==> src/hdl/cu_pkg.sv <==
package cu_pkg;

  localparam int OPCODE_W = 6;
  localparam int CTRL_W   = 58;

  typedef logic [OPCODE_W-1:0]        opcode_t;
  typedef logic [CTRL_W-1:0]          ctrl_word_t;  // One strobe per bit
  typedef logic [$clog2(CTRL_W)-1:0]  ctrl_idx_t;

  // Instruction set encodings
  localparam opcode_t OP_HLT     = 6'b000000, OP_LDR     = 6'b000001;
  localparam opcode_t OP_LDA_OFF = 6'b000010, OP_STR     = 6'b000011;
  localparam opcode_t OP_STA_OFF = 6'b000100, OP_LDA_IMM = 6'b000101;
  localparam opcode_t OP_STA_IMM = 6'b000110, OP_PSH     = 6'b000111;
  localparam opcode_t OP_POP     = 6'b001000, OP_IN      = 6'b001001;
  localparam opcode_t OP_OUT     = 6'b001010;
  localparam opcode_t OP_BEQ     = 6'b001011, OP_BNE     = 6'b001100;
  localparam opcode_t OP_BGT     = 6'b001101, OP_BLT     = 6'b001110;
  localparam opcode_t OP_BGE     = 6'b001111, OP_BLE     = 6'b010000;
  localparam opcode_t OP_BRA     = 6'b010001, OP_JMP     = 6'b010010;
  localparam opcode_t OP_RET     = 6'b010011;
  // Acc op= reg or immediate
  localparam opcode_t OP_ADD     = 6'b010100, OP_SUB     = 6'b010101;
  localparam opcode_t OP_MUL     = 6'b010110, OP_DIV     = 6'b010111;
  localparam opcode_t OP_MOD     = 6'b011000, OP_AND     = 6'b011001;
  localparam opcode_t OP_OR      = 6'b011010, OP_XOR     = 6'b011011;
  localparam opcode_t OP_NOT     = 6'b011100;
  // Acc op= mem[address]
  localparam opcode_t OP_ADD_MEM = 6'b011101, OP_SUB_MEM = 6'b011110;
  localparam opcode_t OP_MUL_MEM = 6'b011111, OP_DIV_MEM = 6'b100000;
  localparam opcode_t OP_MOD_MEM = 6'b100001, OP_AND_MEM = 6'b100010;
  localparam opcode_t OP_OR_MEM  = 6'b100011, OP_XOR_MEM = 6'b100100;
  localparam opcode_t OP_NOT_MEM = 6'b100101;
  localparam opcode_t OP_LSR     = 6'b100110, OP_LSL     = 6'b100111;
  localparam opcode_t OP_RSR     = 6'b101000, OP_RSL     = 6'b101001;
  localparam opcode_t OP_CMP     = 6'b101010, OP_TST     = 6'b101011;
  localparam opcode_t OP_MOV_IMM = 6'b101100, OP_MOV_REG = 6'b101101;

  // Control word bit positions
  localparam ctrl_idx_t C_START    = 6'd0,  C_FETCH    = 6'd1,  C_DECODE   = 6'd2;
  localparam ctrl_idx_t C_LD_ADDR  = 6'd3,  C_LD_REG0  = 6'd4,  C_LD_REG1  = 6'd5;
  localparam ctrl_idx_t C_OFF_REG0 = 6'd6,  C_OFF_REG1 = 6'd7,  C_OFF_ADD  = 6'd8;
  localparam ctrl_idx_t C_LDA_EA   = 6'd9,  C_LD_ACC   = 6'd10;
  localparam ctrl_idx_t C_ST_ADDR  = 6'd11, C_ST_REG0  = 6'd12, C_ST_REG1  = 6'd13;
  localparam ctrl_idx_t C_STA_EA   = 6'd14, C_ST_ACC   = 6'd15;
  localparam ctrl_idx_t C_PSH_SP   = 6'd16, C_PSH_WR   = 6'd17, C_PSH_DONE = 6'd18;
  localparam ctrl_idx_t C_POP_SP   = 6'd19, C_POP_RD   = 6'd20, C_POP_WB   = 6'd21;
  localparam ctrl_idx_t C_IN_REQ   = 6'd22, C_IN_WB    = 6'd23, C_OUT_REQ  = 6'd24;
  localparam ctrl_idx_t C_PC_LOAD  = 6'd25, C_ADD      = 6'd26;
  localparam ctrl_idx_t C_JMP_TGT  = 6'd27, C_RET_PC   = 6'd28;
  localparam ctrl_idx_t C_SUB      = 6'd29, C_MUL      = 6'd30, C_DIV      = 6'd31;
  localparam ctrl_idx_t C_MOD      = 6'd32, C_AND      = 6'd33, C_OR       = 6'd34;
  localparam ctrl_idx_t C_XOR      = 6'd35, C_NOT      = 6'd36;
  localparam ctrl_idx_t C_ADD_MEM  = 6'd37, C_SUB_MEM  = 6'd38, C_MUL_MEM  = 6'd39;
  localparam ctrl_idx_t C_DIV_MEM  = 6'd40, C_MOD_MEM  = 6'd41, C_AND_MEM  = 6'd42;
  localparam ctrl_idx_t C_OR_MEM   = 6'd43, C_XOR_MEM  = 6'd44, C_NOT_MEM  = 6'd45;
  localparam ctrl_idx_t C_LSR      = 6'd46, C_LSL      = 6'd47;
  localparam ctrl_idx_t C_RSR      = 6'd48, C_RSL      = 6'd49;
  localparam ctrl_idx_t C_ALU_GO   = 6'd50, C_ALU_DONE = 6'd51;
  localparam ctrl_idx_t C_CMP      = 6'd52, C_FLAG_GO  = 6'd53, C_TST      = 6'd54;
  localparam ctrl_idx_t C_MOV_REG  = 6'd55, C_MOV_IMM  = 6'd56;
  localparam ctrl_idx_t C_MEM_FETCH = 6'd57;  // Operand read ahead of a memory ALU op

  typedef enum logic [4:0] {
    CL_HLT, CL_LDR, CL_LDA_OFF, CL_LDA_IMM, CL_STR, CL_STA_OFF, CL_STA_IMM,
    CL_PSH, CL_POP, CL_IN, CL_OUT, CL_BRANCH, CL_JMP, CL_RET,
    CL_ALU_REG, CL_NOT_REG, CL_ALU_MEM, CL_NOT_MEM,
    CL_CMP, CL_TST, CL_MOV_REG, CL_MOV_IMM,
    CL_NONE  // Opcodes without a sequence
  } instr_class_t;

  typedef enum logic [3:0] {
    ST_IDLE, ST_START, ST_FETCH, ST_DECODE,
    ST_STEP1, ST_STEP2, ST_STEP3, ST_STEP4,
    ST_WAIT_ALU, ST_ALU_DONE, ST_WAIT_INP, ST_WAIT_OUT
  } state_t;

endpackage

==> src/hdl/control_unit.sv <==
module control_unit import cu_pkg::*; (
  input  logic       clk,
  input  logic       rst_n,
  input  opcode_t    op,       // From the instruction register
  input  logic       ra,       // Register select bit of the instruction
  input  logic       start,
  input  logic       n,
  input  logic       z,
  input  logic       v,
  input  logic       inp_ack,
  input  logic       out_ack,
  input  logic       ack_alu,  // ALU operation complete
  output logic       finish,
  output ctrl_word_t c
);

  instr_class_t iclass;
  ctrl_idx_t    alu_idx;
  logic         branch_taken;
  state_t       state;

  instr_decoder u_instr_decoder (
    .op           (op),
    .n            (n),
    .z            (z),
    .v            (v),
    .iclass       (iclass),
    .alu_idx      (alu_idx),
    .branch_taken (branch_taken)
  );

  cu_sequencer u_cu_sequencer (
    .clk          (clk),
    .rst_n        (rst_n),
    .start        (start),
    .inp_ack      (inp_ack),
    .out_ack      (out_ack),
    .ack_alu      (ack_alu),
    .iclass       (iclass),
    .branch_taken (branch_taken),
    .state        (state)
  );

  ctrl_encoder u_ctrl_encoder (
    .state   (state),
    .iclass  (iclass),
    .ra      (ra),
    .alu_idx (alu_idx),
    .finish  (finish),
    .c       (c)
  );

endmodule

==> src/hdl/ctrl_encoder.sv <==
module ctrl_encoder import cu_pkg::*; (
  input  state_t       state,
  input  instr_class_t iclass,
  input  logic         ra,
  input  ctrl_idx_t    alu_idx,
  output logic         finish,
  output ctrl_word_t   c
);

  ctrl_idx_t sel;      // Active strobe in this state
  logic      sel_vld;  // Low in idle and in the waits

  always_comb begin
    sel     = C_START;
    sel_vld = 1'b1;
    case (state)
      ST_START:    sel = C_START;
      ST_FETCH:    sel = C_FETCH;
      ST_DECODE:   sel = C_DECODE;
      ST_ALU_DONE: sel = C_ALU_DONE;
      ST_STEP1: begin
        case (iclass)
          CL_LDR, CL_LDA_IMM:     sel = C_LD_ADDR;
          CL_LDA_OFF, CL_STA_OFF: sel = ra ? C_OFF_REG1 : C_OFF_REG0;
          CL_STR, CL_STA_IMM:     sel = C_ST_ADDR;
          CL_PSH, CL_JMP:         sel = C_PSH_SP;  // JMP saves the return PC first
          CL_POP, CL_RET:         sel = C_POP_SP;
          CL_IN:                  sel = C_IN_REQ;
          CL_OUT:                 sel = C_OUT_REQ;
          CL_BRANCH:              sel = C_PC_LOAD;
          CL_ALU_REG:             sel = alu_idx;
          CL_NOT_REG:             sel = C_NOT;
          CL_ALU_MEM, CL_NOT_MEM: sel = C_MEM_FETCH;
          CL_CMP:                 sel = C_CMP;
          CL_TST:                 sel = C_TST;
          CL_MOV_REG:             sel = C_MOV_REG;
          CL_MOV_IMM:             sel = C_MOV_IMM;
          default:                sel_vld = 1'b0;
        endcase
      end
      ST_STEP2: begin
        case (iclass)
          CL_LDR:                 sel = ra ? C_LD_REG1 : C_LD_REG0;
          CL_LDA_IMM:             sel = C_LD_ACC;
          CL_LDA_OFF, CL_STA_OFF: sel = C_OFF_ADD;
          CL_STR:                 sel = ra ? C_ST_REG1 : C_ST_REG0;
          CL_STA_IMM:             sel = C_ST_ACC;
          CL_PSH, CL_JMP:         sel = C_PSH_WR;
          CL_POP, CL_RET:         sel = C_POP_RD;
          CL_IN:                  sel = C_IN_WB;
          CL_ALU_REG:             sel = C_ALU_GO;
          CL_ALU_MEM:             sel = alu_idx;
          CL_NOT_MEM:             sel = C_NOT_MEM;
          CL_CMP, CL_TST:         sel = C_FLAG_GO;
          default:                sel_vld = 1'b0;
        endcase
      end
      ST_STEP3: begin
        case (iclass)
          CL_LDA_OFF: sel = C_LDA_EA;
          CL_STA_OFF: sel = C_STA_EA;
          CL_PSH:     sel = C_PSH_DONE;
          CL_POP:     sel = C_POP_WB;
          CL_JMP:     sel = C_JMP_TGT;
          CL_RET:     sel = C_RET_PC;
          CL_ALU_MEM: sel = C_ALU_GO;
          default:    sel_vld = 1'b0;
        endcase
      end
      ST_STEP4: begin
        case (iclass)
          CL_LDA_OFF: sel = C_LD_ACC;
          CL_STA_OFF: sel = C_ST_ACC;
          CL_JMP:     sel = C_PC_LOAD;
          default:    sel_vld = 1'b0;
        endcase
      end
      default: sel_vld = 1'b0;  // Idle and acknowledge waits
    endcase
  end

  always_comb begin
    c = '0;
    if (sel_vld) begin
      c[sel] = 1'b1;
    end
  end

  assign finish = (state == ST_IDLE);

endmodule

==> src/hdl/cu_sequencer.sv <==
module cu_sequencer import cu_pkg::*; (
  input  logic         clk,
  input  logic         rst_n,
  input  logic         start,
  input  logic         inp_ack,
  input  logic         out_ack,
  input  logic         ack_alu,
  input  instr_class_t iclass,
  input  logic         branch_taken,
  output state_t       state
);

  state_t state_nxt;

  always_ff @(posedge clk) begin
    if (!rst_n) begin
      state <= ST_IDLE;
    end else begin
      state <= state_nxt;
    end
  end

  always_comb begin
    state_nxt = state;
    case (state)
      ST_IDLE: begin
        if (start) begin
          state_nxt = ST_START;
        end
      end
      ST_START:  state_nxt = ST_FETCH;
      ST_FETCH:  state_nxt = ST_DECODE;
      ST_DECODE: begin
        case (iclass)
          CL_HLT:    state_nxt = ST_IDLE;
          CL_NONE:   state_nxt = ST_FETCH;
          CL_BRANCH: state_nxt = branch_taken ? ST_STEP1 : ST_FETCH;
          default:   state_nxt = ST_STEP1;
        endcase
      end

      ST_STEP1: begin
        case (iclass)
          CL_LDR, CL_LDA_OFF, CL_LDA_IMM,
          CL_STR, CL_STA_OFF, CL_STA_IMM,
          CL_PSH, CL_POP, CL_JMP, CL_RET,
          CL_ALU_REG, CL_ALU_MEM, CL_NOT_MEM,
          CL_CMP, CL_TST:
            state_nxt = ST_STEP2;
          CL_IN:      state_nxt = ST_WAIT_INP;
          CL_OUT:     state_nxt = ST_WAIT_OUT;
          CL_NOT_REG: state_nxt = ST_WAIT_ALU;  // Single setup step
          default:    state_nxt = ST_FETCH;     // Branch, MOV
        endcase
      end

      ST_STEP2: begin
        case (iclass)
          CL_LDA_OFF, CL_STA_OFF, CL_ALU_REG,
          CL_NOT_MEM, CL_CMP, CL_TST:
            state_nxt = ST_WAIT_ALU;
          CL_PSH, CL_POP, CL_JMP, CL_RET, CL_ALU_MEM:
            state_nxt = ST_STEP3;
          default:
            state_nxt = ST_FETCH;
        endcase
      end

      ST_STEP3: begin
        case (iclass)
          CL_LDA_OFF, CL_STA_OFF, CL_JMP:
            state_nxt = ST_STEP4;
          CL_ALU_MEM:
            state_nxt = ST_WAIT_ALU;
          default:
            state_nxt = ST_FETCH;
        endcase
      end

      ST_STEP4: state_nxt = ST_FETCH;

      // Hold until the ALU reports done
      ST_WAIT_ALU: begin
        if (ack_alu) begin
          case (iclass)
            CL_LDA_OFF, CL_STA_OFF: state_nxt = ST_STEP3;  // Address ready
            CL_CMP, CL_TST:         state_nxt = ST_FETCH;  // Only flags updated
            default:                state_nxt = ST_ALU_DONE;
          endcase
        end
      end

      ST_ALU_DONE: state_nxt = ST_FETCH;

      ST_WAIT_INP: begin
        if (inp_ack) begin
          state_nxt = ST_STEP2;
        end
      end

      ST_WAIT_OUT: begin
        if (out_ack) begin
          state_nxt = ST_FETCH;
        end
      end

      default: state_nxt = ST_IDLE;
    endcase
  end

endmodule

==> src/hdl/instr_decoder.sv <==
module instr_decoder import cu_pkg::*; (
  input  opcode_t      op,
  input  logic         n,
  input  logic         z,
  input  logic         v,
  output instr_class_t iclass,
  output ctrl_idx_t    alu_idx,
  output logic         branch_taken
);

  logic nv_eq;  // Signed compare result, no overflow mismatch

  assign nv_eq = (n == v);

  always_comb begin
    case (op)
      OP_HLT:     iclass = CL_HLT;
      OP_LDR:     iclass = CL_LDR;
      OP_LDA_OFF: iclass = CL_LDA_OFF;
      OP_LDA_IMM: iclass = CL_LDA_IMM;
      OP_STR:     iclass = CL_STR;
      OP_STA_OFF: iclass = CL_STA_OFF;
      OP_STA_IMM: iclass = CL_STA_IMM;
      OP_PSH:     iclass = CL_PSH;
      OP_POP:     iclass = CL_POP;
      OP_IN:      iclass = CL_IN;
      OP_OUT:     iclass = CL_OUT;
      OP_BEQ, OP_BNE, OP_BGT, OP_BLT, OP_BGE, OP_BLE, OP_BRA:
        iclass = CL_BRANCH;
      OP_JMP:     iclass = CL_JMP;
      OP_RET:     iclass = CL_RET;
      OP_ADD, OP_SUB, OP_MUL, OP_DIV, OP_MOD, OP_AND, OP_OR, OP_XOR,
      OP_LSR, OP_LSL, OP_RSR, OP_RSL:
        iclass = CL_ALU_REG;  // Shifts share the register path
      OP_NOT:     iclass = CL_NOT_REG;
      OP_ADD_MEM, OP_SUB_MEM, OP_MUL_MEM, OP_DIV_MEM,
      OP_MOD_MEM, OP_AND_MEM, OP_OR_MEM, OP_XOR_MEM:
        iclass = CL_ALU_MEM;
      OP_NOT_MEM: iclass = CL_NOT_MEM;
      OP_CMP:     iclass = CL_CMP;
      OP_TST:     iclass = CL_TST;
      OP_MOV_REG: iclass = CL_MOV_REG;
      OP_MOV_IMM: iclass = CL_MOV_IMM;
      default:    iclass = CL_NONE;  // Dropped macro opcodes fall back to fetch
    endcase
  end

  // Operation select strobe for the ALU step
  always_comb begin
    case (op)
      OP_ADD:     alu_idx = C_ADD;
      OP_SUB:     alu_idx = C_SUB;
      OP_MUL:     alu_idx = C_MUL;
      OP_DIV:     alu_idx = C_DIV;
      OP_MOD:     alu_idx = C_MOD;
      OP_AND:     alu_idx = C_AND;
      OP_OR:      alu_idx = C_OR;
      OP_XOR:     alu_idx = C_XOR;
      OP_LSR:     alu_idx = C_LSR;
      OP_LSL:     alu_idx = C_LSL;
      OP_RSR:     alu_idx = C_RSR;
      OP_RSL:     alu_idx = C_RSL;
      OP_ADD_MEM: alu_idx = C_ADD_MEM;
      OP_SUB_MEM: alu_idx = C_SUB_MEM;
      OP_MUL_MEM: alu_idx = C_MUL_MEM;
      OP_DIV_MEM: alu_idx = C_DIV_MEM;
      OP_MOD_MEM: alu_idx = C_MOD_MEM;
      OP_AND_MEM: alu_idx = C_AND_MEM;
      OP_OR_MEM:  alu_idx = C_OR_MEM;
      OP_XOR_MEM: alu_idx = C_XOR_MEM;
      default:    alu_idx = '0;  // Not looked at outside ALU classes
    endcase
  end

  always_comb begin
    case (op)
      OP_BEQ:  branch_taken = z;
      OP_BNE:  branch_taken = !z;
      OP_BGT:  branch_taken = !z && nv_eq;
      OP_BLT:  branch_taken = !nv_eq;
      OP_BGE:  branch_taken = nv_eq;
      OP_BLE:  branch_taken = z || !nv_eq;
      OP_BRA:  branch_taken = 1'b1;
      default: branch_taken = 1'b0;
    endcase
  end

endmodule

==> config.mk <==
export PLATFORM = sky130hd
export DESIGN_NAME = control_unit
export DESIGN_NICKNAME = d
export VERILOG_FILES = /design/src/hdl/cu_pkg.sv /design/src/hdl/control_unit.sv /design/src/hdl/ctrl_encoder.sv /design/src/hdl/cu_sequencer.sv /design/src/hdl/instr_decoder.sv
export SDC_FILE = /design/constraint.sdc
export NUM_CORES = 1
export LEC_CHECK = 0
export BUFFER_PORTS_ARGS = -buffer_cell sky130_fd_sc_hd__buf_2
export CORE_MARGIN = 10
export CORE_UTILIZATION = 56
export DETAILED_ROUTE_END_ITERATION = 7
export GPL_TIMING_DRIVEN = 0
export PLACE_DENSITY_LB_ADDON = 0.15
export SYNTH_ARGS = -nofsm -noshare
export SYNTH_HDL_FRONTEND = slang
export SYNTH_SLANG_ARGS = --single-unit
==> constraint.sdc <==
create_clock -name clk -period 6.5 [get_ports clk]
set_clock_uncertainty 0.2 [all_clocks]
set_input_delay 0.65 -clock clk [delete_from_list [all_inputs] [get_ports clk]]
set_output_delay 0.65 -clock clk [all_outputs]
set_load 0.005 [all_outputs]
Word level (Yosys, flattened, before mapping)
Memories as Yosys holds them, arrays and structs flattened.
Index checks and enable logic that the tools add are counted.
{ "totals": {"register_bits": 4, "mem_bits_ro": 928, "input_bits": 16, "output_inout_bits": 59, "memories": 4} }
{ "mem_list": {"columns": ["name", "depth", "word_bits", "read_ports", "rd_ports_with_merged_regs", "wr", "line_no", "source"], "rows": [
  ["(no name shown)", 64, 6, 1, 0, 0, "instr_decoder.sv:50", "case (op)"],
  ["(no name shown)", 64, 5, 1, 0, 0, "instr_decoder.sv:16", "case (op)"],
  ["(no name shown)", 32, 4, 1, 0, 0, "cu_sequencer.sv:43", "case (iclass)"],
  ["(no name shown)", 32, 3, 1, 0, 0, "cu_sequencer.sv:58", "case (iclass)"]
]} }
{ "op_classes": {"magnitude_cmp": 2, "n_eq_ne": 45, "muxes": 26, "reduce_logical": 21} }
{ "ops": {"columns": ["cell", "count"], "rows": [
  ["one-hot mux 6 bit (15 select lines)", 1],
  ["one-hot mux 6 bit (7 select lines)", 2],
  ["one-hot mux 6 bit (12 select lines)", 1],
  ["two-way mux 58 bit", 1],
  ["equality test 5 x 4 -> 1 bit, second input constant", 8],
  ["one-hot mux 4 bit (10 select lines)", 1],
  ["equality test 5 bit, second input constant", 7],
  ["equality test 6 x 4 -> 1 bit, second input constant", 5],
  ["OR reduction 21 bit", 1],
  ["equality test 5 x 3 -> 1 bit, second input constant", 4],
  ["equality test 4 x 3 -> 1 bit, second input constant", 4],
  ["equality test 4 bit, second input constant", 4],
  ["two-way mux 4 bit", 4],
  ["one-hot mux 4 bit (2 select lines)", 2],
  ["OR reduction 16 bit", 1],
  ["one-hot mux 5 bit (3 select lines)", 1],
  ["OR reduction 2 bit", 7],
  ["equality test 6 x 5 -> 1 bit, second input constant", 2],
  ["one-hot mux 4 bit (3 select lines)", 1],
  ["equality test 5 x 2 -> 1 bit, second input constant", 2],
  ["equality test 4 x 2 -> 1 bit, second input constant", 2],
  ["two-way mux 1 bit", 8],
  ["!= test 2 bit, second input constant", 4],
  ["less-than comparator 6 x 7 -> 1 bit, second input constant", 1],
  ["17 further kinds", 20]
]} }

Depth between registers and ports, before layout
Gate-level depths: netlist of the first run.
An unclocked memory read counts as a cell.
{ "logic_depth": {"word_depth": 10, "ltp_mapped": 19, "ltp_nobuf": 15} }

Modules after synthesis
A second synthesis of the first run with hierarchy kept.
{ "hier_totals": {"hier_cells": 494, "area_unflattened_um2": 3229.3} }
{ "by_module_without_submodules": {"columns": ["mod", "n_inst", "cells_per_inst", "area_per_inst_um2", "seq_area_each_um2"], "rows": [
  ["ctrl_encoder", 1, 300, 1868.0, 0.0],
  ["cu_sequencer", 1, 107, 808.3, 80.1],
  ["instr_decoder", 1, 87, 553.0, 0.0]
]} }

Least setup slack after synthesis of the first run
No wires, ideal clock.
{ "synth_path": {"path_kind": "input to output", "startpoint": "input op[3]", "endpoint": "output c[32]", "arrival_ns": 4.364, "t_required_ns": 5.650, "path_slack_ns": 1.286, "stages": 18, "path_cell_list": "buf_4 buf_6 buf_2 nand2b_1 a32o_1 a21oi_1 o21ai_0 inv_1 ha_1 clkbuf_1 o2111ai_1 o211ai_1 nor3_2 a211oi_1 or4_4 or4_1 buf_2 nor4_2"} }
{ "synth_between": {"elab_chain_cells": 10, "word_cells_on_any_way": 50} }
{ "synth_rtl": {"columns": ["element", "line_no", "source"], "rows": [
  ["start, declared", "control_unit.sv:4", "input opcode_t op,"],
  ["memory (64 x 5 bit)", null, null],
  ["equality test 5 bit (tied with other cells)", "ctrl_encoder.sv:22, ctrl_encoder.sv:42", null],
  ["OR reduction 2 bit (on tied branches)", null, null],
  ["one-hot mux 6 bit (15 select lines) / one-hot mux 6 bit (12 select lines) (equally long branches)", "ctrl_encoder.sv:22, ctrl_encoder.sv:42", null],
  ["one-hot mux 6 bit (7 select lines)", "ctrl_encoder.sv:16", "case (state)"],
  ["less-than comparator 6 x 7 -> 1 bit (implied by the code) / >= comparator 6 x 1 -> 1 bit (equally long branches)", "ctrl_encoder.sv:85", "c[sel] = 1'b1;"],
  ["logical AND 1 bit (implied by the code)", "ctrl_encoder.sv:85", null],
  ["two-way mux 1 bit (implied by the code)", "ctrl_encoder.sv:85", null],
  ["demux 1 bit (select 6 bit)", null, null],
  ["two-way mux 58 bit *", "ctrl_encoder.sv:84", "if (sel_vld) begin"],
  ["end, declared", "control_unit.sv:14", "output ctrl_word_t c"]
]} }
Mark *: on every way between the ends. The rest lies on a longest branch, timed or not.

Worst setup path in the final report of the first run
{ "layout_path": {"startpoint": "input op[2]", "endpoint": "output c[6]"} }
The elaborated chain is that of the path after synthesis.

==> results of run 1 <==
cells in the final DEF (no fill, tap or decap), drive strengths merged, types with 4 or more instances in the layout:
cell type and count:
dfxtp 4, clkbuf 26, nand3 14, o22a 4, o21ai 21, a211oi 8, nor3b 5, a21oi 29
buf 104, ha 8, o2bb2ai 4, o21a 5, a2111oi 5, a21boi 5, a32o 5, nor2 26
nand2b 9, nor2b 12, nor4 12, o221ai 4, or2 5, inv 15, or4 6, a211o 4
nand4 6, o22ai 13, a31oi 7, o211ai 12, nand2 33, nor3 65, o32ai 4, or3 5
o31ai 4
worst max-delay path: stages:
cell and delay, ps:
buf_2 110, buf_2 220, buf_1 400, and2_1 230
a32o_1 130, a21oi_1 70, o21ai_1 380, ha_1 230
clkbuf_1 370, clkbuf_1 490, nor3b_1 250, nand4_1 140
a31o_2 270, o21ai_0 100, o31ai_1 120, o221ai_1 220
nand4_1 280, clkbuf_1 290, nor3_1 220, buf_2 140
cells in the mapped netlist (3+ instances only):
cell | count | share of area, %
nor3b_1 | 5 | 1.3
nor2b_1 | 12 | 2.6
mux2i_1 | 3 | 1.0
a21oi_1 | 29 | 5.0
nand3_1 | 14 | 2.4
o22a_1 | 4 | 1.2
nor4_1 | 11 | 2.4
buf_4 | 4 | 1.0
o21a_1 | 5 | 1.3
a31oi_1 | 7 | 1.5
nor3_1 | 64 | 11
a211oi_1 | 6 | 1.6
inv_1 | 15 | 1.9
a21boi_0 | 5 | 1.3
a2111oi_0 | 3 | 0.90
ha_1 | 8 | 3.4
or4_1 | 5 | 1.3
o221ai_1 | 4 | 1.2
nor2_1 | 26 | 3.4
a32oi_1 | 3 | 0.90
o21ai_0 | 19 | 3.3
nand4_1 | 6 | 1.3
buf_1 | 5 | 0.65
buf_2 | 18 | 3.1
nand2_1 | 33 | 4.3
clkbuf_1 | 23 | 3.0
nand2b_1 | 9 | 1.9
and3b_1 | 3 | 0.90
o211ai_1 | 12 | 3.1
o32ai_1 | 4 | 1.2
a211o_1 | 3 | 0.90
a32o_1 | 5 | 1.7
o41a_1 | 3 | 1.2
o31ai_1 | 3 | 0.78
and2_1 | 3 | 0.65
o41ai_1 | 3 | 0.90
o2bb2ai_1 | 4 | 1.2
o22ai_1 | 13 | 2.8
o2111ai_1 | 3 | 0.90
dfxtp_1 | 4 | 2.8
or3_1 | 5 | 1.1
through the flow:
step | total power, mW | cells | util (%) | instance area (um2)
after floorplan | 0.186 | 461 | - | 2900
after global placement | 0.243 | 604 | 66.1 | 3360
after detailed placement | 0.246 | 604 | 66.1 | 3360
after CTS | 0.299 | 607 | 67.0 | 3400
after global routing | 0.331 | 610 | 67.6 | 3430
final | 0.313 | 610 | 67.6 | 3430
timing repair:
| action | CTS | global route |
|---|---|---|
| resized for setup | 0 | 3 |
| hold buffers | 0 | 0 |
| setup buffers | 0 | 3 |
| setup endpoints to repair | 0 | 55 |
| endpoints found under the hold margin | 0 | 0 |
final cells by class:
| type | count | area [um2] |
|---|---|---|
| tap | 70 | 87.6 |
| buffer | 51 | 236 |
| multi-input combinational | 391 | 2540 |
| inverter | 15 | 56.3 |
| fill | 460 | 1650 |
| timing repair buffer | 76 | 388 |
| clock buffer | 3 | 41.3 |
| sequential | 4 | 80.1 |
worst paths after layout:
check	to	slack (ps)	cells after the start
worst max register to register	u_cu_sequencer.state[1]$_SDFFE_PN0P_	3690	6
worst min register to register	u_cu_sequencer.state[0]$_SDFFE_PN0P_	520	3
worst max-delay path	c[6]	320	20
worst min-delay path	u_cu_sequencer.state[0]$_SDFFE_PN0P_	440	2
report_power, final:
group | internal (mW) | switching (mW)
clock | 0.0396 | 0.0136
sequential | 0.0262 | 0.000660
combinational | 0.0739 | 0.159
per-layer routing:
layer | up-vias | wire, um | track usage [%]
li1 | 1973 | - | -
met1 | 1941 | 4920 | 34.9
met2 | 393 | 4870 | 39.1
met3 | 84 | 1770 | 7.74
met4 | 0 | 698 | 11.3
met5 | - | 0 | 0
kinds of logic (layout without fill, tap and decap cells):
family / Yosys count / in the layout / share of synthesized area [%]
AND/OR/NAND/NOR: 208 / 208 / 37.7
XOR/XNOR: 2 / 2 / 0.603
adder cells (fa/ha/maj): 8 / 8 / 3.45
AO/OA/AOI/OAI: 170 / 170 / 44.3
buffers and inverters: 66 / 145 / 10.1
multiplexers: 3 / 3 / 1.03
flip-flops: 4 / 4 / 2.76
==> flow_metrics.py, run 1 <==
metrics = {
    "sta": {
        "slew_headroom_pct": 5.20,
        "max_freq_mhz": 162,
        "setup_viol": 0,
        "period_share_pct": 95.1,
        "hold_violations": 0,
        "drv_slew": 0,
        "hold_ws_ps": 443,
        "tns_ps": 0,
        "rsz0062_at_grt": "false",
        "post-route-min-period_ps": 6180,
        "layout_setup_ws_ps": 317,
        "worst_pin_slew_ps": 1410,
    },
    "drt": {
        "drc": 0,
        "wl_um": 12200,
        "ant_nets": 0,
        "firstDrtPassIters": 6,
        "first_iter_violations": 702,
        "via_per_inst": 7.20,
        "detail_route.wl_per_cell_um": 20.1,
        "via_count": 4391,
    },
    "cells_and_area": {
        "largest_reg_flops": 4,
        "area_delta_synth_final_pct": 18.1,
        "nets": 566,
        "antenna_cells": 0,
        "largest-register": "u_cu_sequencer.state",
        "reg.largest.list": "u_cu_sequencer.state: 4 flops",
        "drive_gt1_share_pct": 22.4,
    },
    "synthesis": {
        "ys_seq_area_share_pct": 2.76,
        "synthFlopType": "dfxtp_1",
        "netlist_instances": 461,
        "synth_area_um2": 2900,
        "ys_async_sr_fraction_pct": 0,
        "syn_nets": 485,
        "synth_edf_count": 0,
        "ys_seq_elements": 4,
        "avgSynthCellArea_um2": 6.30,
        "yosys_warnings": 0,
        "synth_cell_types": 80,
    },
    "power": {
        "powerDensity_nw_per_um2": 91.4,
        "max-vdd-ir-drop_uv": 168,
        "leakagePower_nw": 1.37,
    },
    "clock_tree": {
        "clk_latency_ps": 220,
        "clockBufferDepth": 2,
        "cts_tree": "done",
        "cts.sinks": 4,
        "htreeDepth": 1,
        "cts_buffers": 3,
        "cts_root_buf": "clkbuf_8",
        "clkTransAtPathRegs_ps": 30,
    },
    "placement": {
        "gp_routability_congestion": 1.06,
        "portBuffers": 73,
        "dp_slack_ps": 238,
        "dpl.hpwl_um": 9480,
    },
    "worst_hold_path": {
        "hold_class": "primary input to register",
        "worstHoldStart": "out_ack",
    },
    "worst_setup_path": {
        "cp-end-kind": "output port",
        "crit_required_ps": 5650,
        "start_kind": "primary input",
        "crit_start": "op[2]",
        "critPathMaxFanout": 10,
        "setup.worst_path.class": "primary input to output port",
        "regToRegStartpoint": "u_cu_sequencer.state[0]$_SDFFE_PN0P_",
        "crit_arrival_ps": 5330,
    },
    "global_routing": {
        "grt_pass1_wl_um": 19500,
        "antenna_found_initial": 0,
        "grt-ovfl-total": 0,
        "grt_pass1_vias": 3883,
        "grt_max_degree": 11,
        "grt.total_usage_pct": 26.5,
    },
    "die": {
        "num_rows": 26,
        "chipWidth_um": 92.0,
        "core_um2": 5070,
        "die_y_um": 92.0,
        "start_util_pct": 57.2,
        "dieArea_um2": 8470,
        "io_pins": 75,
    },
    "run": {
        "maxCapViolations": 0,
    },
    "run_status": {
        "status": "finished, final reports clean",
    },
}
No activity file was read; power rests on OpenSTA's default activity.
==> run 2, diff against run 1 <==
--- a/config.mk
+++ b/config.mk
@@ -7,7 +7,7 @@
 export LEC_CHECK = 0
 export BUFFER_PORTS_ARGS = -buffer_cell sky130_fd_sc_hd__buf_2
 export CORE_MARGIN = 10
-export CORE_UTILIZATION = 56
+export CORE_UTILIZATION = 50
 export DETAILED_ROUTE_END_ITERATION = 7
 export GPL_TIMING_DRIVEN = 0
 export PLACE_DENSITY_LB_ADDON = 0.15
==> run 2 against run 1 <==
- final cell count is 0.16% lower
- flip-flop and latch count stayed put
- die area is 9.3% higher
- setup slack worse by 24 ps
- routed wire length is 2.4% higher
- sequential power hardly changed
- non-clock buffer count is 3 lower
- global-route usage is 1.4 points lower
- combinational power hardly changed
- core utilization is 6.4 points lower
- power is 0.47% lower
- largest cell class unchanged
==> flow_metrics.py, run 2 (synthesis gave the netlist of run 1 again) <==
metrics = {
    "drt": {
        "via_count": 4358,
        "firstDrtPassIters": 5,
        "detail_route.wl_per_cell_um": 20.6,
        "drc": 0,
        "wl_um": 12500,
        "first_iter_violations": 678,
        "ant_nets": 0,
        "via_per_inst": 7.16,
    },
    "sta": {
        "period_share_pct": 95.5,
        "max_freq_mhz": 161,
        "post-route-min-period_ps": 6210,
        "slew_headroom_pct": 9.92,
        "rsz0062_at_grt": "false",
        "worst_pin_slew_ps": 1340,
        "tns_ps": 0,
        "drv_slew": 0,
        "hold_violations": 0,
        "setup_viol": 0,
    },
    "cells_and_area": {
        "final_cell_mix": "91 x buf_2, 64 x nor3_1, 33 x nand2_1",
        "antenna_cells": 0,
        "nets": 563,
        "largest_reg_flops": 4,
        "layout_commonest_cell": "buf_2",
        "reg.largest.list": "u_cu_sequencer.state: 4 flops",
        "largest-register": "u_cu_sequencer.state",
        "nFillCells": 546,
        "final_cells": 609,
        "area_delta_synth_final_pct": 17.4,
        "final_area_um2": 3410,
        "drive_gt1_share_pct": 22.0,
        "seq_area_um2": 80.1,
        "multi_input_area_um2": 2540,
    },
    "clock_tree": {
        "clockBufferDepth": 2,
        "cts.sinks": 4,
        "cts_tree": "done",
        "clk_latency_ps": 220,
        "cts_resized": 0,
        "cts_buffers": 3,
        "ctsHoldBuffers": 0,
        "clkTransAtPathRegs_ps": 30,
        "htreeDepth": 1,
        "cts_root_buf": "clkbuf_8",
        "cts_setup_buffers": 0,
    },
    "run": {
        "maxCapViolations": 0,
    },
    "worst_setup_path": {
        "critPathMaxFanout": 10,
        "crit_end": "c[27]",
        "crit_path_frequent_cell": "buf_2",
        "cp_slowest_stage_delay_ps": 580,
        "rrSetupSlack_ps": 3640,
        "start_kind": "primary input",
        "cp-end-kind": "output port",
        "r2r_cells": 6,
        "setup.worst_path.class": "primary input to output port",
        "regToRegStartpoint": "u_cu_sequencer.state[0]$_SDFFE_PN0P_",
        "r2r-end": "u_cu_sequencer.state[1]$_SDFFE_PN0P_",
        "path_cells": "buf_2 -> buf_2 -> buf_1 -> and2_1 -> a32o_1 -> a21oi_1 -> o21ai_1 -> inv_1 -> ha_1 -> clkbuf_1 -> inv_1 -> o211ai_1 -> nor3_2 -> o2111ai_1 -> o21a_1 -> a221oi_2 -> buf_2 -> nor3_1 -> buf_2",
        "cpMaxStageDelayCell": "a221oi_2",
        "crit_start": "op[2]",
        "crit_required_ps": 5650,
        "crit_arrival_ps": 5360,
    },
    "global_routing": {
        "antenna_found_initial": 0,
        "grt.total_usage_pct": 25.1,
        "grt-ovfl-total": 0,
        "grt_max_degree": 11,
        "grt_pass1_vias": 3816,
        "grt_pass1_wl_um": 19100,
    },
    "power": {
        "total_power_uw": 312,
        "leakagePower_nw": 1.36,
        "max-vdd-ir-drop_uv": 120,
        "powerDensity_nw_per_um2": 91.5,
    },
    "die": {
        "chipWidth_um": 96.2,
        "die_y_um": 96.2,
        "core_um2": 5570,
        "dieArea_um2": 9260,
        "start_util_pct": 52.1,
        "io_pins": 75,
        "num_rows": 27,
    },
    "placement": {
        "portBuffers": 73,
        "placed_area_um2": 3360,
        "dp_cells": 606,
        "gp_routability_congestion": 1.06,
        "dpl.hpwl_um": 9700,
    },
    "run_status": {
        "status": "finished, final reports clean",
    },
    "worst_hold_path": {
        "hold_class": "primary input to register",
    },
}
## run 2: cell types whose count changed in the layout (fill, tap and decap cells not counted)
| cell | change |
|---|---|
| buf_4 | -3 |
## run 2: metal layers
metal  vias to the layer above  part of all wire (%)  global-route usage, %  wire (um)
li1                       1964                     -                      -          -
met1                      1969                    39                   33.9       4940
met2                       375                    42                   37.8       5260
met3                        50                    15                   5.45       1920
met4                         0                   3.3                   9.58        419
met5                         -                     0                      0          0
## run 2: area by class of cell
cell class	count	share of cell area [%]
Buffer	51	6.94
Clock buffer	3	1.21
Inverter	15	1.65
Multi-Input combinational cell	391	74.5
Sequential cell	4	2.35
Tap cell	72	2.64
Timing Repair Buffer	73	10.7
## run 2: critical path, delay by kind of cell
family / cells / cell delay (ps)
adder cells (fa/ha/maj): 1 / 210
AND/OR/NAND/NOR: 3 / 650
buffers and inverters: 8 / 1920
AO/OA/AOI/OAI: 7 / 1890
## run 2: metrics by stage
stage / worst slack, ps / utilization (%) / hold WS [ps]
2_1_floorplan: 1290 / - / 423
3_3_place_gp: 279 / 60.3 / 491
3_5_place_dp: 240 / 60.3 / 499
4_1_cts: 213 / 61.0 / 440
5_1_grt: 3.85 / 61.1 / 465
6_report: 293 / 61.1 / 443
## run 2: worst min-delay path by stage
stage | startpoint | end | slack (ps) | depth (start not counted)
finish | out_ack | u_cu_sequencer.state[0]$_SDFFE_PN0P_ | 440 | 2
global route | out_ack | u_cu_sequencer.state[0]$_SDFFE_PN0P_ | 460 | 2
CTS | out_ack | u_cu_sequencer.state[0]$_SDFFE_PN0P_ | 440 | 2
detailed placement | u_cu_sequencer.state[3]$_SDFFE_PN0P_ | u_cu_sequencer.state[0]$_SDFFE_PN0P_ | 500 | 3
global placement | u_cu_sequencer.state[3]$_SDFFE_PN0P_ | u_cu_sequencer.state[0]$_SDFFE_PN0P_ | 490 | 3
floorplan | u_cu_sequencer.state[3]$_SDFFE_PN0P_ | u_cu_sequencer.state[0]$_SDFFE_PN0P_ | 420 | 3
## run 2: power by group
part,internal [mW],total [mW],switching (mW)
clock network,0.0396,0.0542,0.0146
logic,0.0729,0.231,0.158
registers,0.0262,0.0270,0.000721
